## config.mk

```make
export PLATFORM = sky130hd
export DESIGN_NAME = sha_hub_top
export DESIGN_NICKNAME = d
export VERILOG_FILES = /design/src/hdl/sha_bus_pkg.sv /design/src/hdl/sha256_pkg.sv /design/src/hdl/word_fifo.sv /design/src/hdl/sha256_core.sv /design/src/hdl/axil_reg_slave.sv /design/src/hdl/sha_hub_top.sv
export VERILOG_INCLUDE_DIRS = /design/src /design/src/include
export SDC_FILE = /design/constraint.sdc
export NUM_CORES = 2
export LEC_CHECK = 0
export BUFFER_PORTS_ARGS = -buffer_cell sky130_fd_sc_hd__buf_2
export CORE_MARGIN = 2
export CORE_UTILIZATION = 49
export DETAILED_ROUTE_END_ITERATION = 10
export GPL_TIMING_DRIVEN = 0
export REMOVE_ABC_BUFFERS = 1
export SETUP_SLACK_MARGIN = 0.3
export SLEW_MARGIN = 0
export SYNTH_ARGS = -nofsm -noshare
export SYNTH_HDL_FRONTEND = slang
export SYNTH_SLANG_ARGS = --single-unit
```

## constraint.sdc

```tcl
create_clock -name bus_clk -period 69.9 [get_ports bus_clk]
set_input_delay 10.485 -clock bus_clk [delete_from_list [all_inputs] [get_ports bus_clk]]
set_output_delay 10.485 -clock bus_clk [all_outputs]
set_load 0.1 [all_outputs]
```

## src/include/sha_hub_defines.svh

```systemverilog
`ifndef SHA_HUB_DEFINES_SVH
`define SHA_HUB_DEFINES_SVH

// --------------------------------------------------
// bus geometry
// --------------------------------------------------
`define SHA_DATA_W 32          // bus data and message word width
`define SHA_ADDR_W 12          // decoded part of the byte address, 4 KiB window

// message word queue
`define SHA_FIFO_DEPTH 16      // one 512-bit block, power of two

// read-only version word, major.minor in the upper half, build below
`define SHA_VERSION 32'h0102_0001

// --------------------------------------------------
// control register bit positions
// --------------------------------------------------
`define CTRL_ENABLE_BIT 0      // same spot in REG_CTRL and REG_SHA_CTRL
`define SHA_CTRL_INIT_BIT 1    // self-clearing, restarts the hash

`endif

```

## src/hdl/sha_bus_pkg.sv

```systemverilog
`include "sha_hub_defines.svh"

package sha_bus_pkg;

  // AXI response codes, only the two this slave can give
  typedef enum logic [1:0] {
    OKAY   = 2'b00,
    SLVERR = 2'b10  // push while the fifo is full
  } axi_resp_e;

  // register byte addresses
  typedef enum logic [`SHA_ADDR_W-1:0] {
    REG_CTRL       = 12'h000,  // global enable
    REG_STATUS     = 12'h004,
    REG_VERSION    = 12'h00C,
    REG_SHA_CTRL   = 12'h100,  // engine enable, init
    REG_SHA_STATUS = 12'h104,
    REG_SHA_PUSH   = 12'h10C,  // write only, feeds the word fifo
    REG_HASH_H7    = 12'h110,  // least significant digest word first
    REG_HASH_H6    = 12'h114,
    REG_HASH_H5    = 12'h118,
    REG_HASH_H4    = 12'h11C,
    REG_HASH_H3    = 12'h120,
    REG_HASH_H2    = 12'h124,
    REG_HASH_H1    = 12'h128,
    REG_HASH_H0    = 12'h12C   // most significant word
  } reg_addr_e;

  // master to slave
  typedef struct packed {
    logic                       awvalid;
    logic [`SHA_ADDR_W-1:0]     awaddr;
    logic                       wvalid;
    logic [`SHA_DATA_W-1:0]     wdata;
    logic [`SHA_DATA_W/8-1:0]   wstrb;
    logic                       bready;
    logic                       arvalid;
    logic [`SHA_ADDR_W-1:0]     araddr;
    logic                       rready;
  } axil_req_t;

  // slave to master
  typedef struct packed {
    logic                       awready;
    logic                       wready;
    logic                       bvalid;
    axi_resp_e                  bresp;
    logic                       arready;
    logic                       rvalid;
    logic [`SHA_DATA_W-1:0]     rdata;
    axi_resp_e                  rresp;
  } axil_rsp_t;

endpackage

```

## src/hdl/sha256_pkg.sv

```systemverilog
`include "sha_hub_defines.svh"

package sha256_pkg;

  typedef logic [31:0] word_t;  // sha-256 works on 32-bit words

  typedef enum logic [1:0] {
    IDLE,   // waiting for a block
    LOAD,   // pulling 16 words from the fifo
    ROUND,  // 64 compression rounds
    ACCUM   // fold a..h into the running hash
  } core_state_e;

  // H0 sits in the top word
  typedef struct packed {
    word_t h0;
    word_t h1;
    word_t h2;
    word_t h3;
    word_t h4;
    word_t h5;
    word_t h6;
    word_t h7;
  } digest_t;

  typedef struct packed {
    logic                             core_ready;
    logic                             hash_valid;
    logic                             fifo_empty;
    logic                             fifo_full;
    logic [$clog2(`SHA_FIFO_DEPTH):0] fifo_count;  // 0 up to depth
  } hub_status_t;

  typedef struct packed {
    logic enable;  // engine and global enable together
    logic init;    // one-cycle restart pulse
  } sha_ctrl_t;

  // --------------------------------------------------
  // constants from FIPS 180-4
  // --------------------------------------------------
  localparam digest_t SHA_IV = {
    32'h6a09e667, 32'hbb67ae85, 32'h3c6ef372, 32'ha54ff53a,
    32'h510e527f, 32'h9b05688c, 32'h1f83d9ab, 32'h5be0cd19
  };

  localparam word_t SHA_K [64] = '{
    32'h428a2f98, 32'h71374491, 32'hb5c0fbcf, 32'he9b5dba5, 32'h3956c25b, 32'h59f111f1,
    32'h923f82a4, 32'hab1c5ed5, 32'hd807aa98, 32'h12835b01, 32'h243185be, 32'h550c7dc3,
    32'h72be5d74, 32'h80deb1fe, 32'h9bdc06a7, 32'hc19bf174, 32'he49b69c1, 32'hefbe4786,
    32'h0fc19dc6, 32'h240ca1cc, 32'h2de92c6f, 32'h4a7484aa, 32'h5cb0a9dc, 32'h76f988da,
    32'h983e5152, 32'ha831c66d, 32'hb00327c8, 32'hbf597fc7, 32'hc6e00bf3, 32'hd5a79147,
    32'h06ca6351, 32'h14292967, 32'h27b70a85, 32'h2e1b2138, 32'h4d2c6dfc, 32'h53380d13,
    32'h650a7354, 32'h766a0abb, 32'h81c2c92e, 32'h92722c85, 32'ha2bfe8a1, 32'ha81a664b,
    32'hc24b8b70, 32'hc76c51a3, 32'hd192e819, 32'hd6990624, 32'hf40e3585, 32'h106aa070,
    32'h19a4c116, 32'h1e376c08, 32'h2748774c, 32'h34b0bcb5, 32'h391c0cb3, 32'h4ed8aa4a,
    32'h5b9cca4f, 32'h682e6ff3, 32'h748f82ee, 32'h78a5636f, 32'h84c87814, 32'h8cc70208,
    32'h90befffa, 32'ha4506ceb, 32'hbef9a3f7, 32'hc67178f2
  };

  // --------------------------------------------------
  // round helpers
  // --------------------------------------------------
  function automatic word_t rotr(word_t x, int unsigned n);
    return (x >> n) | (x << (32 - n));
  endfunction

  function automatic word_t big_sigma0(word_t x);
    return rotr(x, 2) ^ rotr(x, 13) ^ rotr(x, 22);
  endfunction

  function automatic word_t big_sigma1(word_t x);
    return rotr(x, 6) ^ rotr(x, 11) ^ rotr(x, 25);
  endfunction

  function automatic word_t small_sigma0(word_t x);
    return rotr(x, 7) ^ rotr(x, 18) ^ (x >> 3);
  endfunction

  function automatic word_t small_sigma1(word_t x);
    return rotr(x, 17) ^ rotr(x, 19) ^ (x >> 10);
  endfunction

  function automatic word_t choose(word_t e, word_t f, word_t g);
    return (e & f) ^ (~e & g);   // e picks f or g bitwise
  endfunction

  function automatic word_t majority(word_t a, word_t b, word_t c);
    return (a & b) ^ (a & c) ^ (b & c);
  endfunction

endpackage

```

## src/hdl/word_fifo.sv

```systemverilog
`timescale 1ns/10ps
`include "sha_hub_defines.svh"

module word_fifo #(
  parameter int  DEPTH = `SHA_FIFO_DEPTH,  // power of two, pointers wrap freely
  localparam int PTR_W = $clog2(DEPTH)
) (
  input  logic                   bus_clk,
  input  logic                   bus_rstn,
  input  logic                   flush_i,      // drops every stored word
  input  logic                   push_i,
  input  logic [`SHA_DATA_W-1:0] push_data_i,
  input  logic                   pop_i,
  output logic [`SHA_DATA_W-1:0] rd_data_o,    // head word, valid while not empty
  output logic                   empty_o,
  output logic                   full_o,
  output logic [PTR_W:0]         count_o
);

  logic [`SHA_DATA_W-1:0] mem [DEPTH];
  logic [PTR_W-1:0]       wr_ptr;
  logic [PTR_W-1:0]       rd_ptr;
  logic                   do_push;
  logic                   do_pop;

  assign do_push   = push_i && !full_o;   // overflow is silently dropped
  assign do_pop    = pop_i && !empty_o;
  assign empty_o   = (count_o == '0);
  assign full_o    = (count_o == (PTR_W + 1)'(DEPTH));
  assign rd_data_o = mem[rd_ptr];        // first word falls through

  always_ff @(posedge bus_clk) begin
    if (!bus_rstn || flush_i) begin
      wr_ptr  <= '0;
      rd_ptr  <= '0;
      count_o <= '0;
    end else begin
      if (do_push) wr_ptr <= wr_ptr + 1'b1;
      if (do_pop)  rd_ptr <= rd_ptr + 1'b1;
      case ({do_push, do_pop})
        2'b10:   count_o <= count_o + 1'b1;
        2'b01:   count_o <= count_o - 1'b1;
        default: count_o <= count_o;         // idle or both, level unchanged
      endcase
    end
  end

  always_ff @(posedge bus_clk) begin
    if (do_push) mem[wr_ptr] <= push_data_i;
  end

endmodule

```

## src/hdl/sha256_core.sv

```systemverilog
`timescale 1ns/10ps
`include "sha_hub_defines.svh"

module sha256_core
  import sha256_pkg::*;
(
  input  logic                   bus_clk,
  input  logic                   bus_rstn,
  input  sha_ctrl_t              ctrl_i,
  input  logic                   fifo_empty_i,
  input  logic [`SHA_DATA_W-1:0] fifo_data_i,   // fwft head of the word fifo
  output logic                   pop_o,
  output logic                   ready_o,
  output logic                   hash_valid_o,  // block done, held until next start
  output digest_t                digest_o
);

  core_state_e  state;
  logic [5:0]   cnt;     // word index in LOAD, round index in ROUND
  word_t [15:0] w;       // schedule window, w[0] is W[t]
  digest_t      work;    // working vars a..h kept in h0..h7
  digest_t      hash;    // running hash, chains across blocks
  word_t        w_next;
  word_t        t1;
  word_t        t2;

  assign pop_o    = (state == LOAD) && !fifo_empty_i;  // one word per cycle, stall on empty
  assign ready_o  = (state == IDLE);
  assign digest_o = hash;

  // --------------------------------------------------
  // round datapath
  // --------------------------------------------------
  // W[t+16] from W[t+14], W[t+9], W[t+1], W[t]
  assign w_next = small_sigma1(w[14]) + w[9] + small_sigma0(w[1]) + w[0];

  assign t1 = work.h7 + big_sigma1(work.h4) + choose(work.h4, work.h5, work.h6)
            + SHA_K[cnt] + w[0];
  assign t2 = big_sigma0(work.h0) + majority(work.h0, work.h1, work.h2);

  always_ff @(posedge bus_clk) begin
    case (state)
      LOAD: begin
        work <= hash;                              // a..h start from the running hash
        if (pop_o) w <= {fifo_data_i, w[15:1]};    // first word ends up in w[0]
      end
      ROUND: begin
        // a <= t1+t2, e <= d+t1, the rest move down one place
        work <= {t1 + t2, work.h0, work.h1, work.h2,
                 work.h3 + t1, work.h4, work.h5, work.h6};
        w    <= {w_next, w[15:1]};
      end
      default: begin
        work <= work;
        w    <= w;
      end
    endcase
  end

  // --------------------------------------------------
  // control FSM and hash accumulation
  // --------------------------------------------------
  always_ff @(posedge bus_clk) begin
    if (!bus_rstn || ctrl_i.init) begin
      state        <= IDLE;
      cnt          <= '0;
      hash         <= SHA_IV;
      hash_valid_o <= 1'b0;
    end else begin
      case (state)
        IDLE: begin
          if (ctrl_i.enable && !fifo_empty_i) begin
            state        <= LOAD;
            cnt          <= '0;
            hash_valid_o <= 1'b0;   // new block, old result goes stale
          end
        end
        LOAD: begin
          if (pop_o) begin
            if (cnt == 6'd15) begin
              state <= ROUND;
              cnt   <= '0;
            end else begin
              cnt <= cnt + 6'd1;
            end
          end
        end
        ROUND: begin
          cnt <= cnt + 6'd1;        // wraps to 0 after round 63
          if (cnt == 6'd63) state <= ACCUM;
        end
        ACCUM: begin
          hash.h0      <= hash.h0 + work.h0;
          hash.h1      <= hash.h1 + work.h1;
          hash.h2      <= hash.h2 + work.h2;
          hash.h3      <= hash.h3 + work.h3;
          hash.h4      <= hash.h4 + work.h4;
          hash.h5      <= hash.h5 + work.h5;
          hash.h6      <= hash.h6 + work.h6;
          hash.h7      <= hash.h7 + work.h7;
          hash_valid_o <= 1'b1;
          state        <= IDLE;
        end
        default: state <= IDLE;
      endcase
    end
  end

endmodule

```

## src/hdl/axil_reg_slave.sv

```systemverilog
`timescale 1ns/10ps
`include "sha_hub_defines.svh"

module axil_reg_slave
  import sha_bus_pkg::*;
  import sha256_pkg::*;
(
  input  logic                   bus_clk,
  input  logic                   bus_rstn,
  input  axil_req_t              req_i,
  output axil_rsp_t              rsp_o,
  input  hub_status_t            status_i,
  input  digest_t                digest_i,
  output sha_ctrl_t              ctrl_o,
  output logic                   push_valid_o,
  output logic [`SHA_DATA_W-1:0] push_data_o
);

  logic                   glb_en;      // REG_CTRL enable
  logic                   sha_en;      // REG_SHA_CTRL enable
  logic                   init_q;      // restart pulse to core and fifo
  logic                   wr_fire;
  logic                   rd_fire;
  logic                   wr_push;
  logic                   ctrl_lane;
  logic                   bvalid_q;
  logic                   rvalid_q;
  axi_resp_e              bresp_q;
  logic [`SHA_DATA_W-1:0] rdata_q;
  logic [`SHA_DATA_W-1:0] rd_mux;
  reg_addr_e              wr_addr;
  reg_addr_e              rd_addr;

  assign wr_addr = reg_addr_e'(req_i.awaddr);
  assign rd_addr = reg_addr_e'(req_i.araddr);

  // --------------------------------------------------
  // handshakes
  // --------------------------------------------------
  assign wr_fire   = req_i.awvalid && req_i.wvalid && !bvalid_q;  // aw and w taken together
  assign rd_fire   = req_i.arvalid && !rvalid_q;
  assign wr_push   = wr_fire && (wr_addr == REG_SHA_PUSH);
  assign ctrl_lane = wr_fire && req_i.wstrb[0];                   // control bits live in byte 0

  assign push_valid_o = wr_push && !status_i.fifo_full;  // full fifo drops the word
  assign push_data_o  = req_i.wdata;

  assign ctrl_o.enable = glb_en && sha_en;
  assign ctrl_o.init   = init_q;

  always_comb begin
    rsp_o.awready = wr_fire;
    rsp_o.wready  = wr_fire;
    rsp_o.bvalid  = bvalid_q;
    rsp_o.bresp   = bresp_q;
    rsp_o.arready = rd_fire;
    rsp_o.rvalid  = rvalid_q;
    rsp_o.rdata   = rdata_q;
    rsp_o.rresp   = OKAY;      // every read address answers, unmapped as 0
  end

  // --------------------------------------------------
  // control registers and init pulse
  // --------------------------------------------------
  always_ff @(posedge bus_clk) begin
    if (!bus_rstn) begin
      glb_en <= 1'b0;
      sha_en <= 1'b0;
      init_q <= 1'b0;
    end else begin
      init_q <= 1'b0;                                  // self-clearing
      if (ctrl_lane) begin
        case (wr_addr)
          REG_CTRL: begin
            glb_en <= req_i.wdata[`CTRL_ENABLE_BIT];
            if (glb_en && !req_i.wdata[`CTRL_ENABLE_BIT]) begin
              sha_en <= 1'b0;                          // global off restarts the engine
              init_q <= 1'b1;
            end
          end
          REG_SHA_CTRL: begin
            // an init write leaves the engine disabled
            sha_en <= req_i.wdata[`CTRL_ENABLE_BIT] && !req_i.wdata[`SHA_CTRL_INIT_BIT];
            init_q <= req_i.wdata[`SHA_CTRL_INIT_BIT];
          end
          default: ;                                   // unmapped, ignored
        endcase
      end
    end
  end

  // --------------------------------------------------
  // response valids
  // --------------------------------------------------
  always_ff @(posedge bus_clk) begin
    if (!bus_rstn) begin
      bvalid_q <= 1'b0;
      rvalid_q <= 1'b0;
    end else begin
      if (wr_fire)           bvalid_q <= 1'b1;
      else if (req_i.bready) bvalid_q <= 1'b0;
      if (rd_fire)           rvalid_q <= 1'b1;
      else if (req_i.rready) rvalid_q <= 1'b0;
    end
  end

  always_ff @(posedge bus_clk) begin
    if (wr_fire) bresp_q <= (wr_push && status_i.fifo_full) ? SLVERR : OKAY;
    if (rd_fire) rdata_q <= rd_mux;
  end

  // read mux
  always_comb begin
    rd_mux = '0;
    case (rd_addr)
      REG_CTRL:       rd_mux[`CTRL_ENABLE_BIT] = glb_en;
      REG_STATUS: begin
        rd_mux[0] = glb_en;
        rd_mux[4] = ctrl_o.enable;                     // engine actually running
      end
      REG_VERSION:    rd_mux = `SHA_VERSION;
      REG_SHA_CTRL:   rd_mux[`CTRL_ENABLE_BIT] = sha_en; // init bit reads 0
      REG_SHA_STATUS: begin
        rd_mux[0]    = status_i.core_ready;
        rd_mux[1]    = status_i.hash_valid;
        rd_mux[4]    = status_i.fifo_empty;
        rd_mux[6]    = status_i.fifo_full;
        rd_mux[12:8] = status_i.fifo_count;
      end
      REG_HASH_H7:    rd_mux = digest_i.h7;
      REG_HASH_H6:    rd_mux = digest_i.h6;
      REG_HASH_H5:    rd_mux = digest_i.h5;
      REG_HASH_H4:    rd_mux = digest_i.h4;
      REG_HASH_H3:    rd_mux = digest_i.h3;
      REG_HASH_H2:    rd_mux = digest_i.h2;
      REG_HASH_H1:    rd_mux = digest_i.h1;
      REG_HASH_H0:    rd_mux = digest_i.h0;
      default:        rd_mux = '0;                     // push reg and holes
    endcase
  end

endmodule

```

## src/hdl/sha_hub_top.sv

```systemverilog
`timescale 1ns/10ps
`include "sha_hub_defines.svh"

module sha_hub_top
  import sha_bus_pkg::*;
  import sha256_pkg::*;
(
  input  logic      bus_clk,
  input  logic      bus_rstn,
  input  axil_req_t req_i,
  output axil_rsp_t rsp_o
);

  sha_ctrl_t                        ctrl;
  hub_status_t                      status;
  digest_t                          digest;
  logic                             push_valid;
  logic [`SHA_DATA_W-1:0]           push_data;
  logic                             pop;
  logic [`SHA_DATA_W-1:0]           fifo_data;
  logic                             fifo_empty;
  logic                             fifo_full;
  logic [$clog2(`SHA_FIFO_DEPTH):0] fifo_count;
  logic                             core_ready;
  logic                             hash_valid;

  // status word seen by the register slave
  assign status = '{core_ready: core_ready, hash_valid: hash_valid, fifo_empty: fifo_empty,
                    fifo_full: fifo_full, fifo_count: fifo_count};

  axil_reg_slave u_regs (
    .bus_clk      (bus_clk),
    .bus_rstn     (bus_rstn),
    .req_i        (req_i),
    .rsp_o        (rsp_o),
    .status_i     (status),
    .digest_i     (digest),
    .ctrl_o       (ctrl),
    .push_valid_o (push_valid),
    .push_data_o  (push_data)
  );

  word_fifo u_fifo (
    .bus_clk     (bus_clk),
    .bus_rstn    (bus_rstn),
    .flush_i     (ctrl.init),   // init empties the queue too
    .push_i      (push_valid),
    .push_data_i (push_data),
    .pop_i       (pop),
    .rd_data_o   (fifo_data),
    .empty_o     (fifo_empty),
    .full_o      (fifo_full),
    .count_o     (fifo_count)
  );

  sha256_core u_core (
    .bus_clk      (bus_clk),
    .bus_rstn     (bus_rstn),
    .ctrl_i       (ctrl),
    .fifo_empty_i (fifo_empty),
    .fifo_data_i  (fifo_data),
    .pop_o        (pop),
    .ready_o      (core_ready),
    .hash_valid_o (hash_valid),
    .digest_o     (digest)
  );

endmodule

```

# Word-level counts from Yosys, hierarchy flattened
# Memories as Yosys holds them, arrays and structs flattened. A register that Yosys moved wholly into a read port is not among the register bits.
# Cells that the tools add are included.
# Widths: inputs -> output; s select.
# classes
add_sub_neg,23
multipliers,0
div_mod_pow,0
order_cmp,1
eq_ne,27
shift,0
n_mux,39
bitwise,28
n_reduce_logical,41
# ops
op,count
$pmux 512 s2,1
$add 32x32->32,18
$mux 512,1
$pmux 256 s2,1
$xor 32x32->32,9
$pmux 19 s9,1
$and 32x32->32,5
$eq 12x9->1 const B,12
$mux 32,2
$pmux 5 s9,1
$not 32->32,1
$or 10x32->32,1
$or 13x32->32,1
$or 14x32->32,1
$or 15x32->32,1
$or 19x32->32,1
$or 21x32->32,1
$or 25x32->32,1
$or 26x32->32,1
$or 30x32->32,1
$or 7x32->32,1
$xor 32x22->32,1
$xor 32x29->32,1
$logic_not 12->1,2
39 further kinds,93
# totals
regBits,1085
latchBits,0
ramBits,512
rom_bits,2048
input_bits,67
out_inout_bits,41
word_cells,206
n_memories,2
# memory_table
memory,words,word_bits,rd,rd_clocked_by_memory_dff,write_ports,line,rtl
(no name shown),64,32,1,0,0,sha256_core.sv:38,+ SHA_K[cnt] + w[0];
u_fifo.mem,16,32,1,1,1,word_fifo.sv:20,logic [`SHA_DATA_W-1:0] mem [DEPTH];

# Depth between registers and ports, before layout
# depth
ltp_word,9
ltp_mapped,42
mapped_depth_nobuf,40

# By module
# From an unflattened synthesis, not the netlist that was laid out.
# hier_totals
hier_cells,7145
area_unflattened_um2,87676.6
# modules_own_cells
mod,instances,cells_per_inst,area_per_inst_um2,seq_area_each_um2
sha256_core,1,5905,63773.7,28367.2
word_fifo,1,831,20208.1,15715.1
axil_reg_slave,1,409,3694.8,1091.0

# Least setup slack after synthesis
# Ideal clock, no wire load.
# synth_path
path_kind,register to register
start,register u_core.state[0]
end,register u_core.w[0] (netlist name) (enable)
setup_ps,2171
t_arrival_ps,43053
t_required_ps,67729
slack_ps,24676
path_stages_with_launch,4
n_path_buf,0
synth_period_minus_slack_ps,45224
path_cell_list,dfxtp_1 inv_1 ha_1 a21boi_0
# synth_via
elab_chain_len,4
elab_cells_between_ends,6
classes_between,eq/ne: 3; reduce/logical: 3
# synth_rtl
element,line,rtl
start: declaration,sha256_core.sv:18,core_state_e state;
start signal: assignment,sha256_core.sv:65,state <= IDLE;
start signal: assignment,sha256_core.sv:73,state <= LOAD;
start signal: assignment,sha256_core.sv:81,state <= ROUND;
$eq 2x1->1,"sha256_core.sv:27, sha256_core.sv:42",
$logic_and 1x1->1,sha256_core.sv:27,assign pop_o = (state == LOAD) && !fifo_empty_i;
$ne 2x2->1 (no line),n/a,
$reduce_and 2->1 (no line) *,n/a,
end signal: assignment,sha256_core.sv:45,"if (pop_o) w <= {fifo_data_i, w[15:1]};"
end signal: assignment,sha256_core.sv:51,"w <= {w_next, w[15:1]};"
end signal: assignment,sha256_core.sv:55,w <= w;
end: declaration,sha256_core.sv:20,word_t [15:0] w;
# Mark *: on every way between the ends. The rest lies on a longest branch, timed or not.
# A chain may end at the register's enable or synchronous reset.

==> impl_results.md <==
- Status: finished, final reports clean
- Largest net degree at the start of global routing: 123
- Grt ovf: 0
- Slew Limit Headroom: 0.0395
- Final Hold Fails: 0
- Setup TNS: 0 ns
- Overall Power: 4.19 mW
- Non-Filler Instances: 9,391
- Die area: 0.178 mm^2
- Cell Area, Synth: 0.0856 mm^2
- CP endpoint kind: output pin
- DRT iter0 DRCs: 6,511
- Reg2reg end: u_core.work[255]
- Crit Path Category: in -> out
- Fmax: 45.7 MHz
- Detailed Routing Iterations Pass 1: 6
- Reg-to-Reg Start: u_core.cnt[0]
- Worst skew pair latency: 0.86 ns
- Cells after DPL: 9,069
- Max Cap Viol: 0
- DIE WIDTH: 422 um
- Gpl congestion: 0.962
- Drt drc: 0
- Worst vdd ir: 72.8 uV
- Io pins: 108
- Worst setup path endpoint: rsp_o[35]
- Final Net Count: 7,587
- Final Setup Violations: 0
- Worst Path Max Fanout: 11
- Total CTS buffers: 169
- Routed wire length: 244 mm
- WL/cell: 26.0 um
- Layout area overhead: 12.0%
- Ys flop type: edfxtp_1
- CTS tree: built
- Min-Delay Path Class: reg -> reg
- Register area share after synthesis: 0.528
- Period utilisation layout: 0.313
- Top cell type by total area after synthesis: edfxtp_1
- Power Density: 43.8 mW/mm^2
- Initial Util: 0.493
- # port buffers: 101
- # clock sinks: 1,600
- Tmin final: 21.90 ns
- Row count: 153
- Dpl hpwl: 177 mm
- Via count: 56,700
- Post_cts resized: 0
- Flops & latches, synth: 1,600
- CTS Root Cell: clkbuf_16
- Synth area leaders: edfxtp_1, dfxtp_1, ha_1, fa_1, mux4_2
- Final setup skew: 0.0564 ns
- Synth Warn #: 0
- EDFF count, synth: 1,313
- DP Worst Slack: 47.98 ns
- Vias in the first global route: 53,500
- Leak: 33.2 nW
- Worst reg-to-reg path cell count: 38
- Yosys top cell area share: 0.461
- Clock Path Buffers: 3
- Core area: 0.174 mm^2
- Unrepaired setup endpoints after global routing: false
- Startpoint types: input pin
- Setup ws final: 48.00 ns
- Die H: 422 um
- Netlist cell types: 89
- First-pass GRT wire length: 357 mm
- Critical path arrival: 11.41 ns
- H-tree depth: 4
- Setup Buffers After CTS: 0
- Post-Syn Instances: 6,865
- Vias per std cell: 6.04
- Remaining antenna violation count: 0
- CP Launch Point: req_i[13]
- Layout cells sized above 1: 0.132
- Clock slew at reported path FFs: 0.06 ns
- Ys async rst share: 0
- Post-CTS Hold Buffers: 0
- Worst slew pin tran: 1.44 ns
- Worst path required time: 59.42 ns
- Gr usage total: 0.270
- Antenna violations before repair: 13
- Reg2Reg Setup Slack: 56.38 ns
- Mapped Avg Cell Area: 12.5 um^2
- Slew Limit Fails: 0
power breakdown:
| part | internal (mW) | leakage (nW) | switching [mW] | total [mW] |
|---|---|---|---|---|
| Combinational | 0.840 | 16.6 | 1.28 | 2.12 |
| Sequential | 1.11 | 13.8 | 0.0472 | 1.16 |
| Clock | 0.524 | 2.77 | 0.392 | 0.916 |
placed cells by master (no fill, tap or decap), types with 34 or more instances in the layout:
| master | n |
|---|---|
| a31oi_1 | 45 |
| buf_16 | 41 |
| a222oi_1 | 53 |
| edfxtp_1 | 1313 |
| xor2_1 | 152 |
| nand2b_1 | 58 |
| nand2_1 | 415 |
| ha_1 | 404 |
| mux2_2 | 247 |
| nor2_1 | 389 |
| a21oi_1 | 450 |
| nand3_1 | 128 |
| inv_1 | 305 |
| a22oi_1 | 45 |
| xnor2_1 | 415 |
| buf_12 | 35 |
| o21bai_1 | 34 |
| o211ai_1 | 36 |
| o21ai_0 | 373 |
| fa_1 | 196 |
| nor2b_1 | 61 |
| nor3_1 | 103 |
| o21a_1 | 65 |
| nand4_1 | 35 |
| dfxtp_1 | 279 |
| clkbuf_16 | 169 |
| a21o_1 | 153 |
| mux2i_1 | 111 |
| buf_2 | 102 |
| clkbuf_1 | 38 |
| clkinv_1 | 37 |
| a211oi_1 | 58 |
| mux4_2 | 164 |
area by class of cell:
cell class / count / area, um^2
fillers: 14500 / 77800
multi-input cells: 4640 / 38300
clock buffers: 223 / 4590
flip-flops and latches: 1600 / 45200
inverters: 309 / 1170
repair buffers: 197 / 2550
well taps: 2325 / 2910
clock inverters: 95 / 1130
diodes: 2 / 5.00
state kept, by name (all words and copies together) (netlist names), named ones only:
signal,cells
u_core.cnt,6
u_core.digest_o,256
u_core.hash_valid_o,1
u_core.state,2
u_core.w,512
u_core.work,256
u_fifo.count_o,5
u_fifo.mem,512
u_fifo.rd_ptr,4
u_fifo.wr_ptr,4
u_regs.bresp_q,1
u_regs.bvalid_q,1
u_regs.glb_en,1
u_regs.init_q,1
u_regs.rdata_q,32
u_regs.rvalid_q,1
u_regs.sha_en,1
worst max-delay path, stage by stage:
cell and delay, ns:
buf_2 0.09, nor2b_4 0.34, buf_2 0.50
layer usage:
layer  GRT usage  vias to the layer above  share of wire  wire [um]
li1            -                    25800              -          -
met3      0.0469                      340          0.081      19900
met1       0.411                    28200           0.46     112000
met2       0.396                     2278           0.43     106000
met5           0                        -        0.00028         69
met4      0.0782                       10          0.027       6660
synth_stat cells (all sizes together), types with 36 or more instances:
cell	instances
edfxtp	1313
a21oi	450
nand2	415
xnor2	415
nor2	410
ha	407
o21ai	382
inv	307
dfxtp	287
clkbuf	250
mux2	247
fa	196
mux4	164
a21o	153
xor2	152
nand3	128
mux2i	111
nor3	107
buf	68
o21a	65
nor2b	63
nand2b	59
a211oi	58
a222oi	53
a22oi	45
a31oi	45
o211ai	36
how the worst min path moves through the flow:
stage,cells past startpoint,from,slack [ns],end
floorplan,0,u_core.w[132],0.40,u_core.w[100]
global placement,0,u_core.w[443],0.40,u_core.w[411]
detailed placement,0,u_core.w[139],0.40,u_core.w[107]
CTS,0,u_core.w[215],0.36,u_core.w[183]
global route,0,u_core.w[169],0.38,u_core.w[137]
finish,0,u_core.w[73],0.37,u_core.w[41]
through the flow:
step,util,hold slack (ns),cell area (um^2)
floorplan,-,0.400,84400
global placement,0.506,0.400,87800
detailed placement,0.519,0.405,90100
CTS,0.552,0.364,95800
global route,0.552,0.375,95800
finish,0.552,0.372,95800
cell families after synthesis:
group / share of synthesized area
compound gates: 0.117
simple gates: 0.0723
mux: 0.0886
other cells: 0.0000438
xor+xnor: 0.0580
buf+inv: 0.0279
fa+ha+maj: 0.108
flops: 0.528
Note: power is estimated with default switching activity, not from simulation.
